--- src/hdl/core_pkg.sv ---
package core_pkg;

    parameter int NUM_REGS = 32; // default register count

    typedef enum logic [1:0] {
        SRC1_RF    = 2'd0,
        SRC1_PC    = 2'd1,
        SRC1_ZERO  = 2'd2,
        SRC1_CNTID = 2'd3  // reads as zero
    } src1_sel_e;

    typedef enum logic [1:0] {
        SRC2_RF   = 2'd0,
        SRC2_IMM  = 2'd1,
        SRC2_CNTL = 2'd2,  // counter low word
        SRC2_CNTH = 2'd3   // counter high word
    } src2_sel_e;

    typedef enum logic [2:0] {
        ALU_ADD = 3'd0,
        ALU_SUB = 3'd1,
        ALU_AND = 3'd2,
        ALU_OR  = 3'd3,
        ALU_XOR = 3'd4,
        ALU_SLL = 3'd5,
        ALU_SRL = 3'd6,
        ALU_SLT = 3'd7     // signed compare
    } alu_op_e;

    typedef struct packed {
        logic        en;
        alu_op_e     op;
        src1_sel_e   src1;
        src2_sel_e   src2;
        logic [4:0]  rd;
        logic [4:0]  rj;
        logic [4:0]  rk;
        logic [31:0] pc;
        logic [31:0] imm;
    } uop_t;

    typedef struct packed {
        uop_t lane0;  // older in program order
        uop_t lane1;
    } issue_bundle_t;

    typedef struct packed {
        logic        en;
        alu_op_e     op;
        logic [4:0]  rd;
        logic [31:0] pc;
        logic [31:0] opa;
        logic [31:0] opb;
    } rf_out_t;

    typedef struct packed {
        logic        en;
        logic [4:0]  addr;
        logic [31:0] data;
    } wb_port_t;

    typedef struct packed {
        logic        en;
        logic [4:0]  rd;
        logic [31:0] pc;
        logic [31:0] data;
    } retire_t;

endpackage

--- src/hdl/exe_lane.sv ---
`timescale 1ns/1ps

module exe_lane (
    input  logic               clk,
    input  logic               rstn,
    input  core_pkg::rf_out_t  rf_in,
    output core_pkg::wb_port_t write,
    output core_pkg::retire_t  retire
);

    import core_pkg::*;

    logic [31:0] result;
    logic [4:0]  shamt;
    logic        en_q;
    logic [4:0]  rd_q;
    logic [31:0] pc_q;
    logic [31:0] data_q;

    assign shamt = rf_in.opb[4:0];  // low five bits only

    always_comb begin
        result = 32'd0;
        case (rf_in.op)
            ALU_ADD: result = rf_in.opa + rf_in.opb;
            ALU_SUB: result = rf_in.opa - rf_in.opb;
            ALU_AND: result = rf_in.opa & rf_in.opb;
            ALU_OR:  result = rf_in.opa | rf_in.opb;
            ALU_XOR: result = rf_in.opa ^ rf_in.opb;
            ALU_SLL: result = rf_in.opa << shamt;
            ALU_SRL: result = rf_in.opa >> shamt;
            ALU_SLT: result = {31'd0, $signed(rf_in.opa) < $signed(rf_in.opb)};
        endcase
    end

    always_ff @(posedge clk) begin
        if (!rstn) begin
            en_q <= 1'b0;
        end else begin
            en_q <= rf_in.en;
        end
    end

    always_ff @(posedge clk) begin
        rd_q   <= rf_in.rd;
        pc_q   <= rf_in.pc;
        data_q <= result;
    end

    always_comb begin
        write.en   = en_q && (rd_q != 5'd0);  // r0 never written
        write.addr = rd_q;
        write.data = data_q;
    end

    always_comb begin
        retire.en   = en_q;
        retire.rd   = rd_q;
        retire.pc   = pc_q;
        retire.data = data_q;
    end

endmodule

--- config.mk ---
export PLATFORM = sky130hd
export DESIGN_NAME = exe_lane
export DESIGN_NICKNAME = d
export VERILOG_FILES = /design/src/hdl/core_pkg.sv /design/src/hdl/exe_lane.sv
export SDC_FILE = /design/constraint.sdc
export NUM_CORES = 1
export LEC_CHECK = 0
export ABC_CLOCK_PERIOD_IN_PS = 6850
export BUFFER_PORTS_ARGS = -buffer_cell sky130_fd_sc_hd__buf_2
export CORE_MARGIN = 2
export CORE_UTILIZATION = 30
export DETAILED_ROUTE_END_ITERATION = 7
export PLACE_DENSITY = 0.58
export SLEW_MARGIN = 30
export SYNTH_ARGS = -nofsm -noshare
export SYNTH_HDL_FRONTEND = slang
export SYNTH_SLANG_ARGS = --single-unit
--- constraint.sdc ---
create_clock -name clk -period 6.85 [get_ports clk]
set_input_delay 0.3425 -clock clk [delete_from_list [all_inputs] [get_ports clk]]
set_output_delay 0.3425 -clock clk [all_outputs]
set_load 0.005 [all_outputs]
* Yosys cells after proc, flatten, opt, wreduce, memory -nomap -nowiden *
Cells that the tools add are included.

operators by class
  reduce and logical (&&, ||, !) cells = 3
  add/subtract/negate cells = 2
  bitwise operators = 3
  $mul = 0
  mux-type cells = 1
  magnitude comparators = 1
  shifts and indexed selects = 2
  div/mod/pow operators = 0
  equal/unequal tests = 7

operator list
  cell                                                                    number
  32-bit case mux with 8 select lines                                     1
  32-bit adder                                                            1
  32-bit AND                                                              1
  32-bit less-than comparator                                             1
  32-bit bitwise OR                                                       1
  32-bit by 5-bit left shift with 32-bit output                           1
  32-bit by 5-bit >> shifter with 32-bit output                           1
  32-bit subtractor                                                       1
  32-bit bitwise XOR                                                      1
  3-bit equality test (second input constant)                             4
  3-bit by 2-bit equality test with 1-bit output (second input constant)  2
  5-bit nonzero test                                                      1
  3-bit by 1-bit equality test with 1-bit output (second input constant)  1
  3-bit logical NOT                                                       1
  1-bit logical AND                                                       1

storage, ports and cells
  output and inout bits = 108
  memories = 0
  memory bits (writable) = 0
  word-level logic and storage cells = 23
  input port bits = 107
  bits in latches = 0
  flip-flop bits (word level) = 70
  memory bits (read-only) = 0

* Depth between registers and ports, before layout *
  depth after elaboration = 2
  mapped depth = 17
  mapped depth without buffers = 13

* Worst setup path after synthesis *
OpenSTA, ideal clock, no wires.

  path type = input port to flip-flop
  start = in rf_in[2] (netlist bit)
  end = reg data_q[31]
  required time = 6.728 ns
  setup time = 0.122 ns
  stages = 17
  path slack = 3.008 ns
  data arrival time = 3.720 ns
  buffers on the path = 5
  cell sequence = clkbuf_1 -> clkinv_1 -> buf_2 -> buf_1 -> buf_2 -> ha_1 -> buf_2 -> or2b_1 -> o211ai_2 -> a2111oi_4 -> o21ai_4 -> nor4_2 -> a211o_1 -> a21oi_1 -> a21oi_2 -> mux2i_1 -> a311o_1

on the way
  cells in the longest elaborated chain, start to end = 2
  elaborated cells on any way between the ends = 5
  classes of those cells = add/sub (2); shift (2); mux (1)

RTL lines
  element                                    line            source
  from (decl)                                exe_lane.sv:6   input core_pkg::rf_out_t rf_in,
  32-bit subtractor (tied with other cells)  exe_lane.sv:26  ALU_SUB: result = rf_in.opa - rf_in.opb;
  32-bit case mux with 8 select lines (*)    exe_lane.sv:24  case (rf_in.op)
  via result[31]                             exe_lane.sv:13  logic [31:0] result;
  to (signal assigned)                       exe_lane.sv:47  data_q <= result;
  to (decl)                                  exe_lane.sv:18  logic [31:0] data_q;

Mark *: on every way through the listed nets, which the timed path passes. The rest lies on a longest branch.
A chain may end at the register's enable or synchronous reset.

* Worst setup path after layout *
  start = in rf_in[2] (netlist bit)
  end = reg data_q[26]

The elaborated chain is that of the path after synthesis.

==> impl_metrics.env <==
export IMPL_path_class="in -> reg"
export IMPL_fp_dieH_um=182.4
export IMPL_crit_family="compound AO/OA/AOI/OAI gates"
export IMPL_drive_above_1_share=0.2065
export IMPL_slowest_stage="buf_4"
export IMPL_initial_core_util=0.3034
export IMPL_synth_fa_ha_area_frac=0.1323
export IMPL_worst_setup_path_end_kind="flip-flop"
export IMPL_synth_xor_area_frac=0.02385
export IMPL_grt_pass1_wl_um=61510
export IMPL_post_route_period_util=0.5401
export IMPL_finalHoldViolations=0
export IMPL_grt_ovfl_total=0
export IMPL_h_tree_depth=3
export IMPL_wl_per_cell_um=23.08
export IMPL_power_mw=1.808
export IMPL_synthTopCellsByCount="nor2_1 (142), a21oi_1 (123), o21ai_0 (117)"
export IMPL_synth_compound_area_share=0.3222
export IMPL_final_antenna_net_count=0
export IMPL_synth_most_common_cell="nor2_1"
export IMPL_grt_start_max_net_pins=62
export IMPL_drtIter0Drc=1336
export IMPL_tns_ps=0
export IMPL_ys_seq_elements=70
export IMPL_grt_use_met2=0.3695
export IMPL_cts_buffers_inserted=9
export IMPL_drc=1
export IMPL_ys_flop_type="dfxtp_1"
export IMPL_hp_class="in -> reg"
export IMPL_area_growth_syn_to_layout_pct=13.14
export IMPL_startpoint="rf_in[2]"
export IMPL_top_usage_layer="met2"
export IMPL_synth_top_family_by_area="compound AO/OA/AOI/OAI gates"
export IMPL_fp_dieArea_mm2=0.03327
export IMPL_whs_path_depth=1
export IMPL_yosysUniqueCellTypes=84
export IMPL_start_kind="input pin"
export IMPL_via_count=10710
export IMPL_worstPathMaxFanout=61
export IMPL_rsz0062_at_grt="no"
export IMPL_netlist_instances=1296
export IMPL_max_stage_delay_ps=510
export IMPL_irDropWorstVdd_mv=0.1204
export IMPL_viasPerCell=5.912
export IMPL_yosysWarningCount=0
export IMPL_postCtsHoldBufs=0
export IMPL_cts_clk_slew_worst_paths_ps=80
export IMPL_crit_chain="buf_2 > buf_4 > clkinv_1 > buf_4 > ha_1 > o211ai_1 > a31oi_1 > a211oi_2 > o31ai_1 > a311o_1 > a311oi_1 > a21oi_1 > xnor2_1 > o211ai_1"
export IMPL_use_met3=0.03792
export IMPL_cts_tree="yes"
export IMPL_port_buffers=214
export IMPL_drt_total_wl_um=41790
export IMPL_detail_route_first_pass_iterations=8
export IMPL_required_ps=7070
export IMPL_critPathBufInv=4
export IMPL_worst_pin_slew_ps=917.6
export IMPL_synth_nets=1502
export IMPL_synthTopCellsByArea="dfxtp_1 (15%), ha_1 (13%), a21oi_1 (6.4%), mux2i_1 (6.4%), o21ai_0 (6.1%)"
export IMPL_synthSimpleGateAreaFrac=0.1541
export IMPL_clock_sinks=70
export IMPL_setup_violations=0
export IMPL_path_depth=14
export IMPL_gp_congestion=1.030
export IMPL_syn_cell_area_mm2=0.009549
export IMPL_synthArstFlopShare=0
export IMPL_slew_headroom=0.3883
export IMPL_ys_seq_area_frac=0.1468
export IMPL_ctsRootBufferMaster="clkbuf_16"
export IMPL_cts_setup_buffers=0
export IMPL_num_rows=65
export IMPL_period_minus_slack_ps=3700
export IMPL_groute_layer_met1_usage=0.3309
export IMPL_fin_nets=1610
export IMPL_cts_resized=0
export IMPL_synthMuxAreaShare=0.1052
export IMPL_violations="design-rule violations"
export IMPL_avgSynthCellArea_um2=7.368
export IMPL_cts_buffer_depth=2
export IMPL_grt_pass1_vias=9747
export IMPL_io_pins=215
export IMPL_grt_usage=0.2442
export IMPL_dp_hpwl_um=33170
export IMPL_yosysTopAreaCell="dfxtp_1"
export IMPL_p_per_area_mw_per_mm2=167.4
export IMPL_yosysTopAreaCellShare=0.1468
export IMPL_max_clock_freq_ghz=0.2703
export IMPL_slew_viol_final=0
export IMPL_fp_coreArea_mm2=0.03147
export IMPL_n_fill_cell=3475
export IMPL_status="finished with violations"
export IMPL_drv_cap=0
export IMPL_p_leak_nw=4.921
export IMPL_endpoint="data_q[26]$_DFF_P_"
export IMPL_n_antenna_cell=0
export IMPL_crit_arrival_ps=3920
export IMPL_synth_edf_count=0
export IMPL_die_w_um=182.4
export IMPL_antenna_found_initial=0
==> report_power, final <==
group          total [mW]  internal, mW  switching, mW  leakage [nW]
clock network       0.504         0.286          0.218         0.143
registers           0.475         0.450         0.0250         0.589
logic               0.829         0.305          0.525          4.19
==> cell usage in the layout, fill, tap and decap left out, types with 7 or more instances in the layout <==
cell       instances
or3_1             11
o21ai_0          117
a31oi_1            7
a221oi_1           9
a22oi_1           24
clkbuf_16          9
mux4_2            16
o211ai_1          36
inv_1             90
nor3_1            20
a222oi_1          17
ha_1              97
nand2_1           86
nor2_1           141
nor4_1            10
nand2b_1          10
o22ai_1           19
nand3_1           16
a211o_1            8
o31ai_1            9
dfxtp_1           70
a211oi_1          12
o21bai_1           8
mux2i_1           61
xnor2_1           21
a21oi_1          123
buf_2            214
buf_4             14
a21o_1            12
==> area by class of cell <==
type	count	area, um2	area share
clock inverters	6	72.57	0.006717
well taps	402	503.0	0.04655
multi-input cells	999	7062	0.6536
repair buffers	228	1176	0.1089
clock buffers	10	229.0	0.02119
flip-flops and latches	70	1401	0.1297
inverters	96	360.3	0.03335
==> cell families after synthesis <==
logic type | Yosys count
AOI/OAI and AO/OA | 464
muxes | 80
xor gates and xnor gates | 26
adders and majority gates | 100
and+or+nand+nor | 329
DFF | 70
buffers and inverters | 227
==> worst min path at each step <==
stage	startpoint	end	slack [ps]
2_1_floorplan	rf_in[64]	pc_q[0]$_DFF_P_	370
3_3_place_gp	rf_in[81]	pc_q[17]$_DFF_P_	450
3_5_place_dp	rf_in[78]	pc_q[14]$_DFF_P_	450
4_1_cts	rf_in[78]	pc_q[14]$_DFF_P_	80
5_1_grt	rf_in[78]	pc_q[14]$_DFF_P_	80
6_report	rf_in[91]	pc_q[27]$_DFF_P_	100
==> flip-flops by register name, summed over array words and instances (netlist names) <==
signal / count
data_q: 32
rd_q: 5
en_q: 1
pc_q: 32
==> stage by stage <==
step | hold WS, ps | instances | instance area [um2] | setup WS, ps | util
after floorplan | 370.2 | 1296 | 9549 | 3008 | -
after global placement | 445.5 | 1795 | 10500 | 2881 | 0.3335
after CTS | 81.46 | 1811 | 10800 | 3211 | 0.3433
final | 97.50 | 1811 | 10800 | 3150 | 0.3433
after global routing | 78.47 | 1811 | 10800 | 2868 | 0.3433
after detailed placement | 446.1 | 1795 | 10500 | 2836 | 0.3337
==> metal layers <==
metal	vias to the layer above	part of all wire
met5	-	0
met4	0	0.062
met3	111	0.089
met2	706	0.42
met1	4972	0.43
li1	4917	-
(Power assumes the default switching activity.)
