**config.mk**
```make
export PLATFORM = sky130hd
export DESIGN_NAME = issue_ctrl
export DESIGN_NICKNAME = d
export VERILOG_FILES = /design/src/hdl/core_pkg.sv /design/src/hdl/issue_ctrl.sv
export SDC_FILE = /design/constraint.sdc
export NUM_CORES = 1
export LEC_CHECK = 0
export ABC_AREA = 0
export BUFFER_PORTS_ARGS = -buffer_cell sky130_fd_sc_hd__buf_4
export CORE_AREA = 3 3 242 244
export DETAILED_ROUTE_END_ITERATION = 8
export DIE_AREA = 0 0 245 247
export PLACE_DENSITY = 0.4
export REMOVE_ABC_BUFFERS = 1
export SYNTH_ARGS = -nofsm -noshare
export SYNTH_HDL_FRONTEND = slang
export SYNTH_SLANG_ARGS = --single-unit
```
**constraint.sdc**
```tcl
create_clock -name clk -period 5.92 [get_ports clk]
set_input_delay 0.592 -clock clk [delete_from_list [all_inputs] [get_ports clk]]
set_output_delay 0.592 -clock clk [all_outputs]
set_load 0.02 [all_outputs]
```
**src/hdl/core_pkg.sv**
```systemverilog
package core_pkg;

    parameter int NUM_REGS = 32; // default register count

    typedef enum logic [1:0] {
        SRC1_RF    = 2'd0,
        SRC1_PC    = 2'd1,
        SRC1_ZERO  = 2'd2,
        SRC1_CNTID = 2'd3  // reads as zero
    } src1_sel_e;

    typedef enum logic [1:0] {
        SRC2_RF   = 2'd0,
        SRC2_IMM  = 2'd1,
        SRC2_CNTL = 2'd2,  // counter low word
        SRC2_CNTH = 2'd3   // counter high word
    } src2_sel_e;

    typedef enum logic [2:0] {
        ALU_ADD = 3'd0,
        ALU_SUB = 3'd1,
        ALU_AND = 3'd2,
        ALU_OR  = 3'd3,
        ALU_XOR = 3'd4,
        ALU_SLL = 3'd5,
        ALU_SRL = 3'd6,
        ALU_SLT = 3'd7     // signed compare
    } alu_op_e;

    typedef struct packed {
        logic        en;
        alu_op_e     op;
        src1_sel_e   src1;
        src2_sel_e   src2;
        logic [4:0]  rd;
        logic [4:0]  rj;
        logic [4:0]  rk;
        logic [31:0] pc;
        logic [31:0] imm;
    } uop_t;

    typedef struct packed {
        uop_t lane0;  // older in program order
        uop_t lane1;
    } issue_bundle_t;

    typedef struct packed {
        logic        en;
        alu_op_e     op;
        logic [4:0]  rd;
        logic [31:0] pc;
        logic [31:0] opa;
        logic [31:0] opb;
    } rf_out_t;

    typedef struct packed {
        logic        en;
        logic [4:0]  addr;
        logic [31:0] data;
    } wb_port_t;

    typedef struct packed {
        logic        en;
        logic [4:0]  rd;
        logic [31:0] pc;
        logic [31:0] data;
    } retire_t;

endpackage

```
**src/hdl/issue_ctrl.sv**
```systemverilog
`timescale 1ns/1ps

module issue_ctrl (
    input  logic                    clk,
    input  logic                    rstn,
    input  logic                    wb_cyc,
    input  logic                    wb_stb,
    input  logic                    wb_we,
    input  core_pkg::issue_bundle_t wb_dat,
    output logic                    wb_ack,
    input  core_pkg::rf_out_t       rf_lane0,
    input  core_pkg::rf_out_t       rf_lane1,
    output core_pkg::uop_t          issue_lane0,
    output core_pkg::uop_t          issue_lane1,
    output logic [63:0]             stable_counter
);

    import core_pkg::*;

    logic wr_req;
    logic rd_req;
    logic lane0_done;  // lane0 of current bundle already gone
    logic hz0;
    logic hz1;
    logic dep01;       // lane1 reads lane0's rd
    logic go0;
    logic go1;

    function automatic logic reads_reg(input uop_t u, input logic [4:0] r);
        logic rj_hit;
        logic rk_hit;
        rj_hit = (u.src1 == SRC1_RF) && (u.rj == r);
        rk_hit = (u.src2 == SRC2_RF) && (u.rk == r);
        return u.en && (r != 5'd0) && (rj_hit || rk_hit);
    endfunction

    // true if a source was issued last cycle and has not written back yet
    function automatic logic in_flight(input uop_t u, input rf_out_t a, input rf_out_t b);
        logic hit_a;
        logic hit_b;
        hit_a = a.en && reads_reg(u, a.rd);
        hit_b = b.en && reads_reg(u, b.rd);
        return hit_a || hit_b;
    endfunction

    assign wr_req = wb_cyc && wb_stb && wb_we;
    assign rd_req = wb_cyc && wb_stb && !wb_we;  // reads have no effect

    always_comb begin
        hz0   = in_flight(wb_dat.lane0, rf_lane0, rf_lane1);
        hz1   = in_flight(wb_dat.lane1, rf_lane0, rf_lane1);
        dep01 = wb_dat.lane0.en && reads_reg(wb_dat.lane1, wb_dat.lane0.rd);
        go0   = wr_req && !lane0_done && !hz0;
        // lane1 never overtakes lane0
        go1   = wr_req && (lane0_done || go0) && !hz1 && !(go0 && dep01);
    end

    assign wb_ack = go1 || rd_req;

    always_comb begin
        issue_lane0    = wb_dat.lane0;
        issue_lane0.en = go0 && wb_dat.lane0.en;
        issue_lane1    = wb_dat.lane1;
        issue_lane1.en = go1 && wb_dat.lane1.en;
    end

    always_ff @(posedge clk) begin
        if (!rstn) begin
            lane0_done <= 1'b0;
        end else if (go1 || !wb_cyc) begin
            lane0_done <= 1'b0;  // bundle finished
        end else if (go0) begin
            lane0_done <= 1'b1;
        end
    end

    always_ff @(posedge clk) begin
        if (!rstn) begin
            stable_counter <= 64'd0;
        end else begin
            stable_counter <= stable_counter + 64'd1;
        end
    end

endmodule

```
=== Word level (Yosys, flattened, before mapping) ===
Index checks and enable logic that the tools add are counted.

* Eq/ne operators: 10
* Order comparisons: 0
* Reduce and logical (&&, ||, !) cells: 60
* Multiplexer cells: 0
* Divide/modulo/power cells: 0
* Multipliers: 0
* Add/subtract/negate cells: 1
* Shifts and indexed selects: 0
* Bitwise operators: 1

{| class="wikitable"
|+ Operators by type and width
! cell !! count
|-
| 64-bit by 1-bit adder with 64-bit output (second input constant) || 1
|-
| 5-bit == test || 10
|-
| 1-bit logical AND || 36
|-
| 5-bit nonzero test || 3
|-
| 1-bit logical OR || 10
|-
| 2-bit logical NOT || 4
|-
| 1-bit logical NOT || 6
|-
| 2-bit OR reduction || 1
|-
| 1-bit NOT || 1
|}

* Output and inout bits: 239
* Bits in latches: 0
* ROM bits: 0
* Register bits: 65
* Bits in writable memories: 0
* Memories kept: 0

=== Logic depth before layout (Yosys ltp) ===
Gate-level depths: netlist of the first run.

* Depth after elaboration: 14
* Gate-level depth with buffers: 8
* Mapped depth without buffers: 6

=== Worst setup path before layout of the first run ===
No wires, ideal clock.

* Path type: input -> output
* Start point: input port rf_lane0[96] in the netlist's numbering
* End point: output port issue_lane1[86] in the netlist's numbering
* Path slack: 2,961 ps
* Arrival time: 2,367 ps
* Stages on the path: 7
* Cell sequence: clkbuf_1 -> or4_1 -> o21a_1 -> and2_0 -> a32oi_1 -> o211ai_1 -> nor3_1

{| class="wikitable"
|+ RTL lines
! item !! line !! text
|-
| start, declared || issue_ctrl.sv:11 || <nowiki>input core_pkg::rf_out_t rf_lane0,</nowiki>
|-
| end, declared || issue_ctrl.sv:14 || <nowiki>output core_pkg::uop_t issue_lane1,</nowiki>
|}

==> impl_metrics.env, run 1 <==
export IMPL_outcome="finished, final reports clean"
export IMPL_whs_ns=0.494
export IMPL_drtIter0Drc=266
export IMPL_grt_pass1_wl_mm=80.9
export IMPL_synth_area_top_cells="dfxtp_1, buf_4, xnor2_1"
export IMPL_setup_violations=0
export IMPL_r2r_cells=6
export IMPL_coreArea_um2=56500
export IMPL_num_nets_final=981
export IMPL_setup_tns_final_ns=0
export IMPL_power_mw=1.13
export IMPL_skew_ns=0.00906
export IMPL_leakagePower_nw=2.29
export IMPL_grt_setup_unrepaired="false"
export IMPL_detail_route_wl_per_cell_um=52.6
export IMPL_antenna_found_initial=8
export IMPL_max_freq_mhz=332
export IMPL_grt_max_degree=76
export IMPL_synthArstFlopShare_pct=0
export IMPL_synth_distinct_cells=48
export IMPL_ys_ff_latch=65
export IMPL_port_buffers=151
export IMPL_drt_pre_antenna_iters=4
export IMPL_synth_edf_count=0
export IMPL_ys_seq_area_share_pct=24.9
export IMPL_min_delay_path_depth=2
export IMPL_dieWidth_um=245
export IMPL_synth_common_cells="buf_4, xnor2_1, dfxtp_1"
export IMPL_place_congestion=0.910
export IMPL_reg2reg_slack_ns=3.30
export IMPL_clockBufferDepth=2
export IMPL_ys_flop_type="dfxtp_1"
export IMPL_syn_inst=623
export IMPL_relSlewSlack_pct=48.7
export IMPL_yosysTopAreaCell="dfxtp_1"
export IMPL_hpwlAfterDp_mm=67.8
export IMPL_design_die_area_um2=60500
export IMPL_final_util_pct=11.0
export IMPL_cts_resized=0
export IMPL_tightest_slew_ns=0.770
export IMPL_cts_sinks=65
export IMPL_fin_crit_ns=3.01
export IMPL_ir_drop_uv=113
export IMPL_drc_errors=0
export IMPL_crit_reg2reg_capture="stable_counter[45]"
export IMPL_clockRootBuffer="clkbuf_16"
export IMPL_start_kind="input pin"
export IMPL_critPathKind="in -> out"
export IMPL_io_pins=628
export IMPL_path_max_fanout=5
export IMPL_initial_core_util_pct=9.24
export IMPL_avgSynthCellArea_um2=8.38
export IMPL_post_cts_buffers=0
export IMPL_yosys_area_top_type_share_pct=24.9
export IMPL_die_y_um=247
export IMPL_areaGrowthSynthToFinish_pct=19.1
export IMPL_cp_arrival_ns=2.42
export IMPL_fillCellCount=6553
export IMPL_grt_overflow=0
export IMPL_viasPerCell=3.29
export IMPL_drive_gt1_share_pct=31.4
export IMPL_rows=87
export IMPL_end_kind="output pin"
export IMPL_cts_htree_levels=3
export IMPL_yosysWarnings=0
export IMPL_clkLatencyLatePin_ns=0.37
export IMPL_wirelength_mm=71.2
export IMPL_drv_cap=0
export IMPL_fin_crit_sh_pct=50.9
export IMPL_finalHoldViolCount=0
export IMPL_cts_buffers=9
export IMPL_clkSlewWorstSetupHoldPaths_ns=0.06
export IMPL_cts_tree="yes"
export IMPL_yosysMostFrequentCell="buf_4"
export IMPL_worst_ep_required_time_ns=5.33
export IMPL_slew_viol_final=0
export IMPL_track_usage_pct=23.0
export IMPL_hold_class="reg -> reg"
export IMPL_netlist_area_um2=5220
export IMPL_hp_start="stable_counter[53]"
export IMPL_r2r_start="stable_counter[15]"
export IMPL_ant_nets=0
export IMPL_cts_hold_buf=0
export IMPL_pwr_density_cell_nw_per_um2=182
export IMPL_via_count=4452
export IMPL_min_to="stable_counter[53]"
export IMPL_grt_pass1_vias=4171
-- cell usage in the layout, fill, tap and decap left out, types with 2 or more instances in the layout --
| cell type | Yosys | final |
|---|---|---|
| nand3_1 | 28 | 28 |
| o21a_1 | 2 | 2 |
| nand2b_1 | 11 | 11 |
| o41ai_2 | 6 | 6 |
| and4_1 | 5 | 5 |
| a21boi_0 | 7 | 7 |
| o311ai_2 | 2 | 2 |
| and2_1 | 39 | 39 |
| o22ai_1 | 3 | 3 |
| inv_6 | 0 | 2 |
| dfxtp_1 | 65 | 65 |
| nand4_4 | 2 | 2 |
| clkbuf_16 | 0 | 9 |
| nor2_1 | 16 | 16 |
| clkinv_4 | 0 | 3 |
| or3_1 | 13 | 13 |
| o21ai_0 | 13 | 13 |
| xnor2_1 | 66 | 66 |
| diode_2 | 0 | 3 |
| nand2_1 | 32 | 32 |
| a21boi_1 | 5 | 5 |
| nor3_1 | 12 | 12 |
| and3_1 | 10 | 10 |
| o311ai_1 | 4 | 4 |
| mux2i_1 | 3 | 3 |
| o211ai_1 | 2 | 2 |
| xor2_1 | 24 | 24 |
| buf_4 | 172 | 155 |
| or4_1 | 3 | 3 |
| nor2b_1 | 3 | 3 |
| inv_1 | 7 | 7 |
| nor4_1 | 6 | 6 |
| nor3_4 | 2 | 2 |
| nand4_1 | 18 | 18 |
| o32ai_1 | 2 | 2 |
-- sequential cells by signal (all words and copies together), names as in the netlist --
register	cells
lane0_done	1
stable_counter	64
-- metal layers --
layer  part of all wire (%)  up-vias  track usage, %
met3                     28       59            30.5
met5                   0.33        -            2.86
met1                     13     1968            8.33
met2                     55      559            45.1
li1                       -     1862               -
met4                    4.4        4            8.09
-- kinds of logic (layout without fill, tap and decap cells) --
logic type	after synthesis	in the layout	synth area share [%]
AND/OR/NAND/NOR	208	208	23.5
buffers and inverters	205	178	27.5
XOR/XNOR	90	90	15.1
flip-flops	65	65	24.9
AO/OA/AOI/OAI	51	51	8.13
multiplexers	3	3	0.575
adder cells (fa/ha/maj)	1	1	0.240
other	0	3	0
-- worst max path at each step --
stage / start / slack, ns / endpoint
2_1_floorplan: rf_lane0[96] / 3.13 / issue_lane1[86]
3_5_place_dp: rf_lane0[96] / 2.93 / issue_lane1[86]
4_1_cts: rf_lane0[96] / 2.92 / issue_lane1[86]
6_report: rf_lane0[96] / 2.91 / issue_lane1[86]
3_3_place_gp: rf_lane0[96] / 2.93 / issue_lane1[86]
5_1_grt: rf_lane0[96] / 2.79 / issue_lane1[86]
-- through the flow --
stage,setup WS [ns],instance area [µm²],instances
global route,2.79,6210,1354
detailed placement,2.93,5920,1336
CTS,2.92,6210,1352
global placement,2.93,5920,1336
finish,2.91,6210,1355
floorplan,3.13,3810,425
-- where the power goes --
group,switching (mW),internal (mW)
registers,0.00260,0.439
clock network,0.246,0.291
logic,0.0824,0.0690
total,0.331,0.799
-- worst max-delay path: stages --
cell and delay, ns:
buf_4 0.14, or4_1 0.51, o21a_1 0.21, and2_0 0.15, a32oi_1 0.17, o211ai_1 0.15
nor3_1 0.30, buf_4 0.20
-- final cells by class --
| cell class | count | area [µm²] | share of cell area, % |
|---|---|---|---|
| multi-input cells | 353 | 2480 | 39.9 |
| clock inverters | 7 | 62.6 | 1.01 |
| well taps | 756 | 946 | 15.2 |
| flip-flops and latches | 65 | 1300 | 20.9 |
| diodes | 3 | 7.51 | 0.121 |
| repair buffers | 155 | 1160 | 18.7 |
| inverters | 7 | 26.3 | 0.423 |
| clock buffers | 9 | 225 | 3.62 |
No activity file was read; power rests on OpenSTA's default activity.
==> inputs of run 2 (changes only) <==
Settings changed: CORE_AREA 3 3 242 244 to 3 3 246 248, DIE_AREA 0 0 245 247 to 0 0 249 251.
Clock period 5.92 ns to 2.7 ns, I/O delays scaled along.
==> impl_metrics.env, run 2 (synthesis results as in run 1) <==
export IMPL_outcome="finished, final reports clean"
export IMPL_cts_hold_buf=0
export IMPL_via_count=4410
export IMPL_final_cell_mix="buf_4, xnor2_1, dfxtp_1"
export IMPL_ir_drop_uv=289
export IMPL_setup_tns_final_ns=0
export IMPL_grt_setup_unrepaired="false"
export IMPL_setup_slack_ns=0.278
export IMPL_grt_overflow=0
export IMPL_largest_reg_flops=64
export IMPL_final_util_pct=10.7
export IMPL_drt_pre_antenna_iters=4
export IMPL_track_usage_pct=22.8
export IMPL_grt_pass1_wl_mm=83.4
export IMPL_power_mw=2.50
export IMPL_hold_class="in -> reg"
export IMPL_switchingPower_uw=747
export IMPL_path_max_fanout=5
export IMPL_dp_cells=1362
export IMPL_initial_core_util_pct=8.89
export IMPL_max_freq_mhz=413
export IMPL_detail_route_wl_per_cell_um=52.8
export IMPL_cpMaxStageDelayCell="or4_1"
export IMPL_num_nets_final=990
export IMPL_cp_arrival_ns=2.15
export IMPL_end_kind="output pin"
export IMPL_clockBufferDepth=2
export IMPL_cts_tree="yes"
export IMPL_worst_ep_required_time_ns=2.43
export IMPL_drive_gt1_share_pct=32.4
export IMPL_regMostFlops="stable_counter"
export IMPL_leakagePower_nw=2.32
export IMPL_reg2reg_slack_ns=0.39
export IMPL_setup_violations=0
export IMPL_finalHoldViolCount=0
export IMPL_drc_errors=0
export IMPL_path_delay_family="simple AND/OR/NAND/NOR gates"
export IMPL_antenna_found_initial=9
export IMPL_p_int_mw=1.75
export IMPL_fillCellCount=6793
export IMPL_coreArea_um2=58700
export IMPL_clkSlewWorstSetupHoldPaths_ns=0.06
export IMPL_design_die_area_um2=62500
export IMPL_cts_sinks=65
export IMPL_crit_top_cell="buf_4"
export IMPL_viasPerCell=3.19
export IMPL_cts_htree_levels=3
export IMPL_grt_max_degree=65
export IMPL_reg_largest_list="stable_counter: 64 flops, lane0_done: 1 flops"
export IMPL_hpwlAfterDp_mm=69.4
export IMPL_place_congestion=0.880
export IMPL_areaGrowthSynthToFinish_pct=20.8
export IMPL_fin_crit_sh_pct=89.7
export IMPL_final_cells=1382
export IMPL_pwr_share_comb_pct=13.1
export IMPL_wirelength_mm=72.9
export IMPL_p_seq_share_pct=38.7
export IMPL_skew_ns=0.00737
export IMPL_pwr_density_cell_nw_per_um2=397
export IMPL_crit_buf_inv=2
export IMPL_slew_viol_final=0
export IMPL_port_buffers=151
export IMPL_start_kind="input pin"
export IMPL_fin_crit_ns=2.42
export IMPL_grt_pass1_vias=4176
export IMPL_clkLatencyLatePin_ns=0.37
export IMPL_final_common_cell="buf_4"
export IMPL_cts_resized=0
export IMPL_crit_path_max_incr_delay_ns=0.51
export IMPL_ant_nets=0
export IMPL_drv_cap=0
export IMPL_rows=89
export IMPL_io_pins=628
export IMPL_die_y_um=251
export IMPL_tightest_slew_ns=0.681
export IMPL_post_place_ws_ns=0.285
export IMPL_crit_chain="buf_4 -> or4_1 -> o21a_1 -> and2_0 -> a32oi_1 -> o211ai_1 -> nor3_1 -> buf_4"
export IMPL_relSlewSlack_pct=54.6
export IMPL_drtIter0Drc=253
export IMPL_post_cts_buffers=0
export IMPL_dieWidth_um=249
export IMPL_critPathKind="in -> out"
export IMPL_sw_frac_of_total_pct=29.9
export IMPL_clockRootBuffer="clkbuf_16"
export IMPL_cts_buffers=9
export IMPL_pwr_share_clk_pct=48.2
[run 2: cell types whose count changed in the layout (fill, tap and decap cells not counted)]
| cell | change |
|---|---|
| diode_2 | +1 |
| buf_4 | +9 |
| inv_6 | +1 |
| clkinv_4 | -2 |
| clkinvlp_4 | +1 |
[run 2: final timing paths]
kind	start	depth (start not counted)	endpoint
max	rf_lane0[96]	8	issue_lane1[86]
min	wb_cyc	3	lane0_done
max reg2reg	stable_counter[20]	7	stable_counter[49]
min reg2reg	stable_counter[53]	2	stable_counter[53]
[run 2: tightest hold or removal path, stage by stage]
cell and delay [ns]:
buf_4 0.13, nand2_1 0.05, nor4b_1 0.04
[run 2: layer usage]
metal | routed length (µm) | GRT usage [%] | vias up | part of all wire, %
li1 | - | - | 1880 | -
met1 | 9450 | 8.24 | 1962 | 13
met2 | 40000 | 44.9 | 525 | 55
met3 | 21800 | 32.5 | 43 | 30
met4 | 1650 | 4.30 | 0 | 2.3
met5 | 0 | 0 | - | 0
[run 2: area by class of cell]
class	count	area (µm²)	area share, %
multi-input combinational	353	2480	39.4
clock inverter	7	61.3	0.973
antenna	4	10.0	0.159
inverter	7	26.3	0.417
sequential	65	1300	20.6
clock buffer	9	225	3.57
timing repair buffer	164	1230	19.5
tap	773	967	15.3
[run 2: through the flow]
| step | area, µm² | hold WS, ns |
|---|---|---|
| after global placement | 6010 | 0.480 |
| final | 6300 | 0.177 |
| after CTS | 6290 | 0.149 |
| after global routing | 6290 | 0.183 |
| after detailed placement | 6010 | 0.488 |
| after floorplan | 3810 | 0.392 |
[run 2: power by group through the flow]
stage	clock (mW)	combinational [mW]	sequential, mW
5_1_grt	1.29	0.351	0.970
3_5_place_dp	0	0.328	0.991
4_1_cts	1.26	0.329	0.968
6_report	1.20	0.328	0.969
3_3_place_gp	0	0.326	0.990
2_1_floorplan	0	0.0959	0.994
==> inputs of run 3 (changes only) <==
Settings changed: PLACE_DENSITY 0.4 to 0.37.
==> impl_metrics.env, run 3 (synthesis results as in run 1) <==
export IMPL_clkLatencyLatePin_ns=0.36
export IMPL_worst_ep_required_time_ns=2.92
export IMPL_drt_pre_antenna_iters=4
export IMPL_path_max_fanout=15
export IMPL_drtIter0Drc=220
export IMPL_slew_viol_final=0
export IMPL_cts_htree_levels=3
export IMPL_ir_drop_uv=284
export IMPL_p_seq_share_pct=39.6
export IMPL_finalHoldViolCount=0
export IMPL_pwr_density_cell_nw_per_um2=390
export IMPL_drc_errors=0
export IMPL_sw_frac_of_total_pct=28.8
export IMPL_setup_slack_ns=0.286
export IMPL_final_cell_mix="buf_4, xnor2_1, dfxtp_1"
export IMPL_end_kind="flop"
export IMPL_io_pins=628
export IMPL_dieWidth_um=249
export IMPL_ant_nets=0
export IMPL_post_cts_buffers=0
export IMPL_setup_tns_final_ns=0
export IMPL_skew_ns=0.00838
export IMPL_post_dp_cell_area_um2=5990
export IMPL_whs_ns=0.180
export IMPL_clockBufferDepth=2
export IMPL_relSlewSlack_pct=54.4
export IMPL_switchingPower_uw=704
export IMPL_cts_tree="yes"
export IMPL_cts_buffers=9
export IMPL_pwr_share_comb_pct=13.5
export IMPL_coreArea_um2=58700
export IMPL_start_kind="flop"
export IMPL_pwr_share_clk_pct=46.9
export IMPL_fin_crit_sh_pct=89.4
export IMPL_antenna_found_initial=1
export IMPL_drive_gt1_share_pct=32.2
export IMPL_tightest_slew_ns=0.684
export IMPL_die_y_um=251
export IMPL_critPathKind="reg -> reg"
export IMPL_hold_class="in -> reg"
export IMPL_clkSlewWorstSetupHoldPaths_ns=0.06
export IMPL_detail_route_wl_per_cell_um=52.1
export IMPL_port_buffers=151
export IMPL_outcome="finished, final reports clean"
export IMPL_diodes=0
export IMPL_power_mw=2.45
export IMPL_rows=89
export IMPL_wirelength_mm=71.6
export IMPL_setup_violations=0
export IMPL_grt_pass1_vias=4123
export IMPL_track_usage_pct=22.4
export IMPL_regMostFlops="stable_counter"
export IMPL_design_die_area_um2=62500
export IMPL_leakagePower_nw=2.31
export IMPL_p_int_mw=1.74
export IMPL_max_freq_mhz=414
export IMPL_final_cell_area_um2=6270
export IMPL_grt_max_degree=60
export IMPL_via_count=4335
export IMPL_num_nets_final=988
export IMPL_grt_pass1_wl_mm=82.1
export IMPL_place_congestion=0.887
export IMPL_clockRootBuffer="clkbuf_16"
export IMPL_final_common_cell="buf_4"
export IMPL_cp_arrival_ns=2.63
export IMPL_hpwlAfterDp_mm=68.3
export IMPL_cts_resized=0
export IMPL_reg_largest_list="stable_counter: 64 flops, lane0_done: 1 flops"
export IMPL_initial_core_util_pct=8.89
export IMPL_drv_cap=0
export IMPL_cts_hold_buf=0
export IMPL_grt_setup_unrepaired="false"
export IMPL_viasPerCell=3.15
export IMPL_areaGrowthSynthToFinish_pct=20.2
export IMPL_largest_reg_flops=64
export IMPL_grt_overflow=0
export IMPL_cts_sinks=65
export IMPL_post_place_ws_ns=0.292
export IMPL_fin_crit_ns=2.41
[run 3: final cells by class]
type / count / area [µm²]
Clock buffer: 9 / 225
Clock inverter: 7 / 55.1
Fill cell: 6737 / 52400
Inverter: 7 / 26.3
Multi-Input combinational cell: 353 / 2480
Sequential cell: 65 / 1300
Tap cell: 773 / 967
Timing Repair Buffer: 162 / 1220
[run 3: worst paths after layout]
kind	from	to	slack, ns	cells after the start
max	stable_counter[28]	stable_counter[57]	0.29	6
min	wb_cyc	lane0_done	0.18	3
max reg2reg	stable_counter[28]	stable_counter[57]	0.29	6
min reg2reg	stable_counter[53]	stable_counter[53]	0.50	2
[run 3: routing by layer]
metal / global-route usage [%] / part of all wire [%] / up-vias
li1: - / - / 1868
met1: 8.42 / 13 / 1888
met2: 42.4 / 54 / 544
met3: 32.0 / 30 / 35
met4: 6.49 / 3.1 / 0
met5: 0 / 0 / -
[run 3: metrics by stage]
step	instances	util (%)
finish	1376	10.7
global route	1376	10.7
CTS	1376	10.7
detailed placement	1360	10.2
global placement	1360	10.2
floorplan	425	-
[run 3: power by group through the flow]
stage	clock network (mW)	registers (mW)	logic, mW
final	1.15	0.969	0.331
after global routing	1.24	0.969	0.354
after CTS	1.20	0.969	0.332
after detailed placement	0	0.990	0.331
after global placement	0	0.990	0.330
after floorplan	0	0.994	0.0959
[run 3: worst max-delay path, stage by stage (launching register included)]
cell and delay [ns]:
dfxtp_1 0.46, nand4_4 0.21, nor3_4 0.39, nand3_4 0.16, or2_1 0.50, o311ai_1 0.41
o41ai_2 0.12
